<file path="config.mk">
export PLATFORM = sky130hd
export DESIGN_NAME = fdc_glue
export DESIGN_NICKNAME = d
export VERILOG_FILES = /design/src/verilog/fdc_pkg.sv /design/src/verilog/precomp_if.sv /design/src/verilog/fdc_glue.sv /design/src/verilog/rd_dpll.sv /design/src/verilog/wr_pulse.sv /design/src/verilog/wr_precomp.sv /design/src/verilog/sys_port.sv /design/src/verilog/vg_clock_gen.sv /design/src/verilog/fdc_sync.sv
export SDC_FILE = /design/constraint.sdc
export NUM_CORES = 1
export LEC_CHECK = 0
export BUFFER_PORTS_ARGS = -buffer_cell sky130_fd_sc_hd__buf_4
export CORE_MARGIN = 2
export CORE_UTILIZATION = 55
export DETAILED_ROUTE_END_ITERATION = 16
export PLACE_DENSITY_LB_ADDON = 0.3
export REMOVE_ABC_BUFFERS = 1
export SLEW_MARGIN = 20
export SYNTH_ARGS = -nofsm -noshare
export SYNTH_HDL_FRONTEND = slang
export SYNTH_SLANG_ARGS = --single-unit
export TNS_END_PERCENT = 50
</file>
<file path="constraint.sdc">
create_clock -name fclk -period 1.6 [get_ports fclk]
set_input_delay 0.16 -clock fclk [delete_from_list [all_inputs] [get_ports fclk]]
set_output_delay 0.16 -clock fclk [all_outputs]
set_load 0.01 [all_outputs]
</file>
<file path="src/verilog/fdc_pkg.sv">
package fdc_pkg;

	// write precompensation delays in fclk cycles
	localparam logic [3:0] wrdelay_outer_left  = 4'd4;
	localparam logic [3:0] wrdelay_outer_right = 4'd11;
	localparam logic [3:0] wrdelay_inner_left  = 4'd0;  // max shift left, min delay
	localparam logic [3:0] wrdelay_inner_right = 4'd14; // max shift right, max delay
	localparam logic [3:0] wrdelay_standard    = 4'd7;  // no shift, mid point

	localparam logic [3:0] wrpulse_width = 4'd7; // vg_wrd length, cycles

	localparam logic [2:0] vgclk_prescale = 3'd7; // 28 MHz / 7 = 4 MHz strobe

	// read clock regenerator, one bit cell in fclk cycles
	localparam logic [6:0] rclk_period = 7'd112;
	localparam logic [6:0] rclk_half   = 7'd56;  // vg_rclk goes high here
	localparam logic [2:0] rawr_width  = 3'd4;   // raw data pulse length

	// rdat_n low to vg_rawr high, in edges
	localparam int unsigned rawr_delay = 3;

	// shift class from sl/sr/tr43
	typedef enum logic [2:0]
	{
		pc_standard,
		pc_outer_left,
		pc_outer_right,
		pc_inner_left,
		pc_inner_right
	} precomp_e;

	// precomp delay counter state
	typedef enum logic
	{
		wrp_idle,
		wrp_count
	} wrp_state_e;

endpackage
</file>
<file path="src/verilog/precomp_if.sv">
`timescale 1ns/1ns

// write start plus shift levels, sync stage to precomp stage
interface precomp_if;

	logic wd_start; // one cycle, start of vg_wd
	logic sl;       // shift left request
	logic sr;       // shift right request
	logic tr43;     // inner track zone

	modport src
	(
		output wd_start, sl, sr, tr43
	);

	modport dst
	(
		input wd_start, sl, sr, tr43
	);

endinterface

</file>
<file path="src/verilog/fdc_glue.sv">
`timescale 1ns/1ns

module fdc_glue
(
	input  logic       fclk,
	input  logic       rst_n,
	input  logic       wr_ff,    // port #FF write
	input  logic [7:0] din,
	input  logic       step,
	input  logic       vg_drq,
	input  logic       vg_irq,
	input  logic       vg_wd,
	input  logic       vg_sl,
	input  logic       vg_sr,
	input  logic       vg_tr43,
	input  logic       rdat_n,
	output logic       vg_clk,
	output logic       vg_res_n,
	output logic       vg_hrdy,
	output logic       vg_side,
	output logic [1:0] drive_sel,
	output logic       intrq,    // to cpu read mux
	output logic       drq,
	output logic       vg_wrd,
	output logic       vg_rclk,
	output logic       vg_rawr
);

	logic step_rise;
	logic drq_rise;
	logic rd_edge;
	logic fire;      // precomp to shaper

	precomp_if pc_if ();

	fdc_sync sync_i
	(
		.fclk      (fclk),
		.rst_n     (rst_n),
		.step      (step),
		.vg_drq    (vg_drq),
		.vg_irq    (vg_irq),
		.vg_wd     (vg_wd),
		.vg_sl     (vg_sl),
		.vg_sr     (vg_sr),
		.vg_tr43   (vg_tr43),
		.rdat_n    (rdat_n),
		.step_rise (step_rise),
		.drq_rise  (drq_rise),
		.intrq     (intrq),
		.drq       (drq),
		.rd_edge   (rd_edge),
		.pc        (pc_if.src)
	);

	// write path, sync then delay then shaper
	wr_precomp precomp_i
	(
		.fclk  (fclk),
		.rst_n (rst_n),
		.pc    (pc_if.dst),
		.fire  (fire)
	);

	wr_pulse pulse_i
	(
		.fclk   (fclk),
		.rst_n  (rst_n),
		.fire   (fire),
		.vg_wrd (vg_wrd)
	);

	vg_clock_gen clk_i
	(
		.fclk      (fclk),
		.rst_n     (rst_n),
		.step_rise (step_rise),
		.drq_rise  (drq_rise),
		.vg_clk    (vg_clk)
	);

	sys_port port_i
	(
		.fclk      (fclk),
		.rst_n     (rst_n),
		.wr_ff     (wr_ff),
		.din       (din),
		.vg_res_n  (vg_res_n),
		.vg_hrdy   (vg_hrdy),
		.vg_side   (vg_side),
		.drive_sel (drive_sel)
	);

	rd_dpll dpll_i
	(
		.fclk    (fclk),
		.rst_n   (rst_n),
		.rd_edge (rd_edge),
		.vg_rclk (vg_rclk),
		.vg_rawr (vg_rawr)
	);

endmodule

</file>
<file path="src/verilog/rd_dpll.sv">
`timescale 1ns/1ns

module rd_dpll
(
	input  logic fclk,
	input  logic rst_n,
	input  logic rd_edge, // data edge strobe
	output logic vg_rclk, // read window
	output logic vg_rawr  // raw data pulse
);

	import fdc_pkg::*;

	logic [6:0] phase;    // position in bit cell
	logic [2:0] rawr_cnt; // raw pulse cycles left

	// free running cell counter, aligned on every edge
	always_ff @(posedge fclk or negedge rst_n)
	begin
		if (!rst_n)
			phase <= 7'd0;
		else if (rd_edge)
			phase <= 7'd0;
		else if (phase == rclk_period - 7'd1)
			phase <= 7'd0; // no edge, keep running
		else
			phase <= phase + 7'd1;
	end

	always_ff @(posedge fclk or negedge rst_n)
	begin
		if (!rst_n)
			rawr_cnt <= 3'd0;
		else if (rd_edge)
			rawr_cnt <= rawr_width;
		else if (rawr_cnt != 3'd0)
			rawr_cnt <= rawr_cnt - 3'd1;
	end

	// both outputs one flop behind the counters
	always_ff @(posedge fclk or negedge rst_n)
	begin
		if (!rst_n)
		begin
			vg_rclk <= 1'b0;
			vg_rawr <= 1'b0;
		end
		else
		begin
			vg_rclk <= (phase >= rclk_half); // low half, then high half
			vg_rawr <= (rawr_cnt != 3'd0);
		end
	end

endmodule

</file>
<file path="src/verilog/wr_pulse.sv">
`timescale 1ns/1ns

module wr_pulse
(
	input  logic fclk,
	input  logic rst_n,
	input  logic fire,  // from precomp stage
	output logic vg_wrd // fixed width write pulse to drive
);

	import fdc_pkg::*;

	logic [3:0] width_cnt; // cycles left in pulse

	always_ff @(posedge fclk or negedge rst_n)
	begin
		if (!rst_n)
			width_cnt <= 4'd0;
		else if (fire)
			width_cnt <= wrpulse_width; // new edge restarts width
		else if (width_cnt != 4'd0)
			width_cnt <= width_cnt - 4'd1;
	end

	// registered, so no glitch toward the drive
	always_ff @(posedge fclk or negedge rst_n)
	begin
		if (!rst_n)
			vg_wrd <= 1'b0;
		else
			vg_wrd <= (width_cnt != 4'd0);
	end

endmodule

</file>
<file path="src/verilog/wr_precomp.sv">
`timescale 1ns/1ns

module wr_precomp
(
	input  logic fclk,
	input  logic rst_n,
	precomp_if.dst pc,
	output logic fire // one cycle, delayed write edge
);

	import fdc_pkg::*;

	precomp_e   pc_class;
	logic [3:0] delay;    // delay for current class
	logic [3:0] cnt;
	wrp_state_e state;

	// shift class from the sync levels
	always_comb
	begin
		case ({pc.sl, pc.tr43, pc.sr})
			3'b100:  pc_class = pc_outer_left;
			3'b001:  pc_class = pc_outer_right;
			3'b110:  pc_class = pc_inner_left;
			3'b011:  pc_class = pc_inner_right;
			default: pc_class = pc_standard; // no shift or nonsense combo
		endcase
	end

	always_comb
	begin
		case (pc_class)
			pc_outer_left:  delay = wrdelay_outer_left;
			pc_outer_right: delay = wrdelay_outer_right;
			pc_inner_left:  delay = wrdelay_inner_left;
			pc_inner_right: delay = wrdelay_inner_right;
			default:        delay = wrdelay_standard;
		endcase
	end

	assign fire = (state == wrp_count) && (cnt == 4'd0);

	always_ff @(posedge fclk or negedge rst_n)
	begin
		if (!rst_n)
		begin
			state <= wrp_idle;
			cnt   <= 4'd0;
		end
		else if (pc.wd_start) // restarts a running count too
		begin
			state <= wrp_count;
			cnt   <= delay;
		end
		else if (state == wrp_count)
		begin
			if (cnt == 4'd0)
				state <= wrp_idle; // fire this cycle
			else
				cnt <= cnt - 4'd1;
		end
	end

endmodule

</file>
<file path="src/verilog/sys_port.sv">
`timescale 1ns/1ns

module sys_port
(
	input  logic       fclk,
	input  logic       rst_n,
	input  logic       wr_ff,     // port #FF write strobe
	input  logic [7:0] din,       // cpu data
	output logic       vg_res_n,  // controller reset, low after power up
	output logic       vg_hrdy,   // head load to controller HRDY
	output logic       vg_side,
	output logic [1:0] drive_sel  // to the drive decoder
);

	// d6 fm/mfm and d7/d5 not stored
	always_ff @(posedge fclk or negedge rst_n)
	begin
		if (!rst_n)
		begin
			vg_res_n  <= 1'b0; // keep controller in reset
			vg_hrdy   <= 1'b0;
			vg_side   <= 1'b0;
			drive_sel <= 2'b00;
		end
		else if (wr_ff)
		begin
			vg_side   <= ~din[4]; // side pin is inverted
			vg_hrdy   <= din[3];
			vg_res_n  <= din[2];
			drive_sel <= din[1:0];
		end
	end

endmodule

</file>
<file path="src/verilog/vg_clock_gen.sv">
`timescale 1ns/1ns

module vg_clock_gen
(
	input  logic fclk,
	input  logic rst_n,
	input  logic step_rise, // head step started
	input  logic drq_rise,  // data phase reached
	output logic vg_clk
);

	import fdc_pkg::*;

	logic [2:0] div7;    // prescaler phase
	logic       strobe7; // 4 MHz tick
	logic [1:0] div4;    // johnson pair, toggle in turbo
	logic       turbo;

	// drq wins over step
	always_ff @(posedge fclk or negedge rst_n)
	begin
		if (!rst_n)
			turbo <= 1'b0;
		else if (drq_rise)
			turbo <= 1'b0;
		else if (step_rise)
			turbo <= 1'b1;
	end

	assign strobe7 = (div7 == vgclk_prescale - 3'd1);

	always_ff @(posedge fclk or negedge rst_n)
	begin
		if (!rst_n)
			div7 <= 3'd0;
		else if (strobe7)
			div7 <= 3'd0;
		else
			div7 <= div7 + 3'd1;
	end

	// 4 ticks per period normally, 2 in turbo
	always_ff @(posedge fclk or negedge rst_n)
	begin
		if (!rst_n)
			div4 <= 2'b00;
		else if (strobe7)
		begin
			div4[0] <= ~div4[1];
			if (turbo)
				div4[1] <= ~div4[1]; // plain toggle, 14 cycles
			else
				div4[1] <= div4[0];  // johnson step, 28 cycles
		end
	end

	assign vg_clk = div4[1];

endmodule

</file>
<file path="src/verilog/fdc_sync.sv">
`timescale 1ns/1ns

module fdc_sync
(
	input  logic fclk,
	input  logic rst_n,
	input  logic step,     // step from controller
	input  logic vg_drq,
	input  logic vg_irq,
	input  logic vg_wd,    // raw write pulse
	input  logic vg_sl,
	input  logic vg_sr,
	input  logic vg_tr43,
	input  logic rdat_n,   // read data from drive, active low
	output logic step_rise,
	output logic drq_rise,
	output logic intrq,
	output logic drq,
	output logic rd_edge,
	precomp_if.src pc
);

	// three flops where an edge strobe is needed
	logic [2:0] step_s;
	logic [2:0] drq_s;
	logic [2:0] wd_s;
	logic [2:0] rdat_s;
	// two flops for plain levels
	logic [1:0] irq_s;
	logic [1:0] sl_s;
	logic [1:0] sr_s;
	logic [1:0] tr43_s;

	always_ff @(posedge fclk or negedge rst_n)
	begin
		if (!rst_n)
		begin
			step_s <= 3'b000;
			drq_s  <= 3'b000;
			wd_s   <= 3'b000;
			rdat_s <= 3'b111; // read line idles high
			irq_s  <= 2'b00;
			sl_s   <= 2'b00;
			sr_s   <= 2'b00;
			tr43_s <= 2'b00;
		end
		else
		begin
			step_s <= {step_s[1:0], step};
			drq_s  <= {drq_s[1:0], vg_drq};
			wd_s   <= {wd_s[1:0], vg_wd};
			rdat_s <= {rdat_s[1:0], rdat_n};
			irq_s  <= {irq_s[0], vg_irq};
			sl_s   <= {sl_s[0], vg_sl};
			sr_s   <= {sr_s[0], vg_sr};
			tr43_s <= {tr43_s[0], vg_tr43};
		end
	end

	assign step_rise = step_s[1] & ~step_s[2]; // turbo on
	assign drq_rise  = drq_s[1] & ~drq_s[2];   // turbo off
	assign rd_edge   = ~rdat_s[1] & rdat_s[2]; // falling rdat_n marks a bit

	assign intrq = irq_s[1];
	assign drq   = drq_s[1]; // level taken from the strobe chain

	// precomp side, levels decode to precomp_e downstream
	assign pc.wd_start = wd_s[1] & ~wd_s[2];
	assign pc.sl       = sl_s[1];
	assign pc.sr       = sr_s[1];
	assign pc.tr43     = tr43_s[1];

endmodule

</file>
After elaboration in Yosys (flattened, before gate mapping)
Index checks and enable logic that the tools add are counted.
{"block": "word_totals", "register_bits": 53, "latchBits": 0, "mem_bits_rw": 0, "mem_bits_ro": 0, "wordCells": 77, "mem_count": 0}
{"block": "op_classes", "n_addsub": 5, "mul": 0, "n_div": 0, "order_cmp": 1, "eq_ne": 11, "n_shift": 0, "n_mux": 18, "n_bitwise": 10, "reduce_logical": 9}
{"operator": "4-bit 2-to-1 mux", "count": 5}
{"operator": "4-bit case mux with 4 select lines", "count": 1}
{"operator": "7-bit 2-to-1 mux", "count": 2}
{"operator": "3-bit == test, second input constant", "count": 4}
{"operator": "3-bit case mux with 4 select lines", "count": 1}
{"operator": "3-bit by 2-bit == test with 1-bit output, second input constant", "count": 3}
{"operator": "3-bit 2-to-1 mux", "count": 3}
{"operator": "2-bit nonzero test", "count": 4}
{"operator": "4-bit by 1-bit subtractor with 4-bit output, second input constant", "count": 2}
{"operator": "7-bit by 1-bit adder with 7-bit output, second input constant", "count": 1}
{"operator": "7-bit == test, second input constant", "count": 1}
{"operator": "7-bit by 6-bit greater-or-equal comparator with 1-bit output, second input constant", "count": 1}
{"operator": "3-bit by 1-bit == test with 1-bit output, second input constant", "count": 2}
{"operator": "1-bit 2-to-1 mux", "count": 6}
{"operator": "1-bit NOT", "count": 6}
{"operator": "1-bit AND", "count": 4}
{"operator": "4-bit zero test", "count": 1}
{"operator": "4-bit nonzero test", "count": 1}
{"operator": "3-bit by 1-bit adder with 3-bit output, second input constant", "count": 1}
{"operator": "3-bit nonzero test", "count": 1}
{"operator": "3-bit by 1-bit subtractor with 3-bit output, second input constant", "count": 1}
{"operator": "2-bit != test, second input constant", "count": 1}
{"operator": "2-bit AND reduction", "count": 1}
{"operator": "1-bit logical AND", "count": 1}

Logic depth before layout (Yosys ltp)
Gate-level depths: netlist (run 1).
{"block": "depth", "word_depth": 5, "depth_mapped": 5, "mapped_depth_nobuf": 5}

Cells and area by module
A second synthesis (run 1) with hierarchy kept.
{"block": "unflattened", "hier_cells": 167, "area_unflattened_um2": 2122.0}
{"mod": "fdc_sync", "n_inst": 1, "cells_each": 24, "area_per_inst_um2": 559.3, "seq_area_each_um2": 504.2}
{"mod": "rd_dpll", "n_inst": 1, "cells_each": 51, "area_per_inst_um2": 549.3, "seq_area_each_um2": 300.3}
{"mod": "wr_precomp", "n_inst": 1, "cells_each": 35, "area_per_inst_um2": 312.8, "seq_area_each_um2": 125.1}
{"mod": "wr_pulse", "n_inst": 1, "cells_each": 25, "area_per_inst_um2": 284.0, "seq_area_each_um2": 125.1}
{"mod": "vg_clock_gen", "n_inst": 1, "cells_each": 21, "area_per_inst_um2": 232.7, "seq_area_each_um2": 150.1}
{"mod": "sys_port", "n_inst": 1, "cells_each": 11, "area_per_inst_um2": 183.9, "seq_area_each_um2": 125.1}

Worst setup path before layout (run 1)
Ideal clock, no wire load.
{"block": "synth_timing", "path_kind": "register to register", "start": "reg pulse_i.width_cnt[0]", "end": "reg pulse_i.width_cnt[1]", "setup_time_ps": 127, "t_arrival_ps": 1213, "required_ps": 1473, "setup_slack_ps": 260, "stages_incl_launch_ff": 6, "path_buffers": 0, "cell_sequence": "dfrtp_1 > inv_1 > ha_1 > nor3b_4 > mux2i_1 > or2_2"}
{"block": "synth_via", "elab_chain_len": 3}
{"item": "from (decl)", "line": "wr_pulse.sv:13", "rtl": "logic [3:0] width_cnt;"}
{"item": "from (signal assigned)", "line": "wr_pulse.sv:20", "rtl": "width_cnt <= wrpulse_width;"}
{"item": "from (signal assigned)", "line": "wr_pulse.sv:22", "rtl": "width_cnt <= width_cnt - 4'd1;"}
{"item": "4-bit by 1-bit subtractor with 4-bit output", "line": "wr_pulse.sv:22"}
{"item": "4-bit 2-to-1 mux", "line": "wr_pulse.sv:21", "rtl": "else if (width_cnt != 4'd0)"}
{"item": "4-bit 2-to-1 mux", "line": "wr_pulse.sv:19", "rtl": "else if (fire)"}
Parallel ways exist; a longest one is shown, timed or not. The select of a mux whose other input is x is not followed.
A chain may end at the register's enable or synchronous reset.

Final worst setup path (run 1)
Ends and elaborated chain as after synthesis.

==> flow_summary.toml, run 1 <==
[logic_synthesis]
synth_area_sq_um = 2070
ys_warn_count = 0
synth_top_area_cell = "dfrtp_1"
postSynthAreaPerCell_sq_um = 12.5
synth_cells = 166
synth_top_area_frac = 0.605
yosysSeqAreaShare = 0.643
ys_seq_elements = 53
ys_top_cells_by_area = "dfrtp_1, ha_1, dfstp_2"
yosysUniqueCellTypes = 34

[timing]
setup_tns_ps = 0
fin_crit_ps = 1490
fin_crit_sh = 0.929
relSlewSlack = 0.589
slew_violations = 0
rsz0062_at_grt = "false"
setup_violations = 0
skew_ps = 7.44
final_hold_viol_count = 0
max_freq_ghz = 0.673
worst_pin_slew_ps = 617

[run_status]
outcome = "completed"

[global_routing]
grt_pass1_vias = 1388
grt_max_degree = 54
antenna_found_initial = 0
grt_first_pass_wirelength_um = 5710
grt_overflow = 0
grt_usage = 0.178

[floorplan]
start_util = 0.570
dieArea_sq_um = 4270
die_w_um = 65.3
die_h_um = 65.3
placementRows = 22
core_area_sq_um = 3630
io_pins = 30

[cells_and_area]
final_cell_mix = "dfrtp_1, buf_4, inv_1"
drive_gt1_frac = 0.210
fill_cells = 286
final_common_cell = "dfrtp_1"
syn2layout_area_growth_pct = 20.9
final_nets = 235
final_area_sq_um = 2500
diodes = 0
regArea_sq_um = 1330
multi_input_area_sq_um = 676

[placement]
placedInstanceArea_sq_um = 2320
gp_congestion = 0.768
dp_hpwl_um = 2380
portBuffers = 26

[clock_tree]
cts.path.max_buffers = 2
cts_tree = "yes"
numCtsBuffers = 5
clock_latency_ps = 290
path_clk_slew_ps = 80
clock_sinks = 53
post_cts_resized = 0
cts-root-buf = "clkbuf_8"
htreeDepth = 2

[worst_setup_path]
crit_type = "reg2reg"
end_kind = "register"
arrival_ps = 1660
startpoint_type = "register"
r2r-start = "pulse_i.width_cnt[0]$_DFFE_PN0P_"
reg2reg_depth = 5
required_ps = 1780
rr_endpoint = "pulse_i.width_cnt[1]$_DFFE_PN0P_"
critPathCapture = "pulse_i.width_cnt[1]$_DFFE_PN0P_"
path_max_fanout = 4
startpoint = "pulse_i.width_cnt[0]$_DFFE_PN0P_"
r2r_slack_ps = 110

[drt]
antenna_left = 0
drcViolationCount = 0
routedWlPerCell_um = 12.7
finalWirelength_um = 3270
num_vias = 1333
drt_pre_antenna_iters = 4
via_per_inst = 5.17
drt_iter0_drc = 47

[pwr]
ir_worst_vdd_uv = 1020
powerDensity_nw_per_um2 = 1400
p_leak_nw = 1.16

[min_path]
hold_path_class = "in2reg"

[run]
cap_violations = 0
per-layer routing:
| layer | track usage | vias up | share of wire |
|---|---|---|---|
| met3 | 0.0497 | 6 | 0.041 |
| met2 | 0.335 | 29 | 0.53 |
| met5 | 0 | - | 0 |
| li1 | - | 644 | - |
| met4 | 0.0625 | 0 | 0.018 |
| met1 | 0.188 | 654 | 0.41 |
logic make-up (layout without fill, tap and decap cells):
group                      count (synthesis)  in the layout  synth area share
AOI/OAI and AO/OA                         23             23            0.0635
xor gates and xnor gates                   6              6            0.0254
adders and majority gates                  7              7            0.0423
buffers and inverters                     17             61            0.0308
DFF                                       53             53             0.643
muxes                                      9              9            0.0459
and+or+nand+nor                           51             51             0.149
critical path: stages, from the launching register on:
cell,delay [ps]
dfrtp_1,390
inv_1,130
ha_1,200
nor3b_4,280
mux2i_1,100
or2_2,280
worst min path at each step:
stage,start,end,slack (ps),cells after the start
floorplan,rst_n,clk_i.div4[0]$_DFFE_PN0P_,-140,0
global placement,rst_n,sync_i.step_s[2]$_DFF_PN0_,220,1
detailed placement,rst_n,sync_i.step_s[2]$_DFF_PN0_,220,1
CTS,din[4],port_i.vg_side$_DFFE_PN0P_,40,2
global route,din[4],port_i.vg_side$_DFFE_PN0P_,30,2
finish,din[4],port_i.vg_side$_DFFE_PN0P_,40,2
layout make-up:
cell class,instances,area share
inverters,17,0.0255
flip-flops and latches,53,0.532
well taps,48,0.0240
clock buffers,8,0.0320
repair buffers,36,0.117
multi-input cells,96,0.270
stage by stage:
stage               worst slack, ps  hold slack [ps]   util  power (W)  cells
finish                          114             38.5  0.689    0.00350    258
CTS                            79.3             35.3  0.687    0.00353    257
global route                   7.26             29.4  0.689    0.00375    258
floorplan                       260             -136      -    0.00248    166
global placement                214              215  0.640    0.00269    240
detailed placement             84.7              223  0.640    0.00283    240
where the power goes:
part           total (W)  internal [W]  switching [W]
Clock           0.000684      0.000311       0.000372
Sequential       0.00186       0.00161       0.000251
Combinational   0.000956      0.000496       0.000460
synthesized netlist by cell type, drive strengths merged:
cell type / count
o31ai: 1
or4: 1
xnor2: 4
xor2: 2
or2b: 1
and2: 1
nand2: 8
a211oi: 1
nand3: 6
o21ai: 8
nor2b: 2
nor3: 3
nand4: 1
dfstp: 3
o211ai: 1
or2: 1
nor4b: 1
or3: 3
nand2b: 7
nor3b: 2
nand3b: 4
dfrtp: 50
or3b: 1
and4b: 1
mux2i: 5
inv: 17
mux2: 4
a31oi: 1
o221ai: 1
nor2: 8
a31o: 1
a21oi: 9
ha: 7
flip-flops by register name (all words and copies together), names as in the netlist, 2 cells and up:
name	cells
sync_i.sl_s	2
sync_i.step_s	3
sync_i.irq_s	2
dpll_i.rawr_cnt	3
clk_i.div7	3
precomp_i.cnt	4
pulse_i.width_cnt	4
sync_i.tr43_s	2
sync_i.rdat_s	3
port_i.drive_sel	2
dpll_i.phase	7
clk_i.div4	2
sync_i.sr_s	2
sync_i.wd_s	3
sync_i.drq_s	3
repair_timing:
item	in CTS	in global routing
setup endpoints to repair	0	1
hold endpoints to repair	58	0
buffers inserted	0	1
hold buffers	9	0
(Power assumes the default switching activity.)
==> run 2: changes to the inputs <==
Settings changed: CORE_UTILIZATION 55 to 59.
Clock period 1.6 ns to 1.75 ns, I/O delays scaled along.
==> flow_summary.toml, run 2 (same netlist as run 1, synthesis figures left out) <==
[clock_tree]
path_clk_slew_ps = 140
post_cts_buffers = 0
post_cts_resized = 0
cts.path.max_buffers = 2
clock_latency_ps = 370
cts-root-buf = "clkbuf_4"
cts_tree = "yes"
numCtsBuffers = 5
clock_sinks = 53
htreeDepth = 2

[min_path]
hold_path_class = "in2reg"

[timing]
max_freq_ghz = 0.656
fin_ws_ps = 226
skew_ps = 15.6
fin_crit_ps = 1520
worst_pin_slew_ps = 620
setup_tns_ps = 0
rsz0062_at_grt = "false"
relSlewSlack = 0.587
setup_violations = 0
final_hold_viol_count = 0
slew_violations = 0
fin_crit_sh = 0.871

[global_routing]
grt_pass1_vias = 1414
grt_first_pass_wirelength_um = 6010
grt_overflow = 0
grt_max_degree = 54
grt_usage = 0.193
antenna_found_initial = 0

[placement]
portBuffers = 26
dp_hpwl_um = 2450
gp_congestion = 0.790
dp_slack_ps = 292

[cells_and_area]
regArea_sq_um = 1330
reg.largest.list = "dpll_i.phase: 7 flops, precomp_i.cnt: 4 flops, pulse_i.width_cnt: 4 flops"
multi_input_area_sq_um = 676
diodes = 0
final_nets = 235
syn2layout_area_growth_pct = 19.6
top_register = "dpll_i.phase"
final_common_cell = "dfrtp_1"
fill_cells = 227
drive_gt1_frac = 0.210
largest_register_ffs = 7
final_cell_mix = "dfrtp_1, buf_4, inv_1"

[drt]
drcViolationCount = 0
via_per_inst = 5.23
finalWirelength_um = 3400
drt_pre_antenna_iters = 4
routedWlPerCell_um = 13.3
num_vias = 1339
drt_iter0_drc = 59
antenna_left = 0

[worst_setup_path]
crit_type = "reg2reg"
startpoint_type = "register"
r2r_slack_ps = 230
path_max_fanout = 5
required_ps = 1990
end_kind = "register"
arrival_ps = 1770

[floorplan]
start_util = 0.615
dieArea_sq_um = 4000
die_h_um = 63.2
die_w_um = 63.2
placementRows = 21
core_area_sq_um = 3360
io_pins = 30

[pwr]
p_leak_nw = 1.14
powerDensity_nw_per_um2 = 1240
p_sw_w = 0.000989
power.internal_w = 0.00207
pwr-share-comb = 0.278
p_sw_frac = 0.323
ir_worst_vdd_uv = 672
seqPwrFrac = 0.554
clkPwrFrac = 0.168

[run_status]
outcome = "completed"

[run]
cap_violations = 0
[run 2: cell types whose count changed in the layout (fill, tap and decap cells not counted), sizes merged]
cell,change
clkbuf,-1
buf,-1
clkinvlp,+1
dlygate4sd3,+1
[run 2: layout make-up]
cell class | instances | area share
repair buffers | 36 | 0.119
multi-input cells | 96 | 0.273
well taps | 46 | 0.0233
clock buffers | 7 | 0.0182
flip-flops and latches | 53 | 0.537
clock inverters | 1 | 0.00303
inverters | 17 | 0.0258
[run 2: power groups by stage]
stage	clock network [W]	registers [W]	logic, W
final	0.000515	0.00169	0.000850
after global routing	0.000579	0.00173	0.000975
after CTS	0.000525	0.00169	0.000865
after detailed placement	0	0.00172	0.000840
after global placement	0	0.00169	0.000764
after floorplan	0	0.00168	0.000588
[run 2: worst max-delay path, stage by stage (launching register included)]
cell and delay, ps:
dfrtp_1 440, ha_1 230, nand4_1 140, o21ai_0 440, nor2_1 140
[run 2: path summary, 6_finish.rpt]
| kind | end | depth (start not counted) | start |
|---|---|---|---|
| hold reg to reg | sync_i.sr_s[1]$_DFF_PN0_ | 0 | sync_i.sr_s[0]$_DFF_PN0_ |
| setup reg to reg | dpll_i.phase[4]$_DFF_PN0_ | 4 | dpll_i.phase[0]$_DFF_PN0_ |
| min in group asynchronous | pulse_i.vg_wrd$_DFF_PN0_ | 2 | rst_n |
| hold / removal | port_i.vg_side$_DFFE_PN0P_ | 2 | wr_ff |
| setup / recovery | dpll_i.phase[4]$_DFF_PN0_ | 4 | dpll_i.phase[0]$_DFF_PN0_ |
| max in group asynchronous | dpll_i.rawr_cnt[0]$_DFFE_PN0P_ | 2 | rst_n |
[run 2: repair_timing]
item | 4_1_cts | 5_1_grt
endpoints found under the hold margin | 59 | 0
hold buffers | 10 | 0
endpoints found under the setup margin | 0 | 0
[run 2: through the flow]
stage / std cells / util / area (sq um) / total power [W] / hold slack, ps
after floorplan: 166 / - / 2070 / 0.00227 / -121
after global placement: 238 / 0.690 / 2320 / 0.00245 / 228
after detailed placement: 238 / 0.690 / 2320 / 0.00256 / 240
after CTS: 256 / 0.736 / 2470 / 0.00308 / 25.3
after global routing: 256 / 0.736 / 2470 / 0.00328 / 15.0
final: 256 / 0.736 / 2470 / 0.00306 / 28.1
[run 2: per-layer routing]
metal | part of all wire | GRT usage | vias to the layer above | wire length [um]
met5 | 0 | 0 | - | 0
met1 | 0.40 | 0.224 | 649 | 1380
met3 | 0.051 | 0.0536 | 6 | 172
li1 | - | - | 644 | -
met4 | 0.013 | 0.0571 | 0 | 45
met2 | 0.53 | 0.348 | 40 | 1810
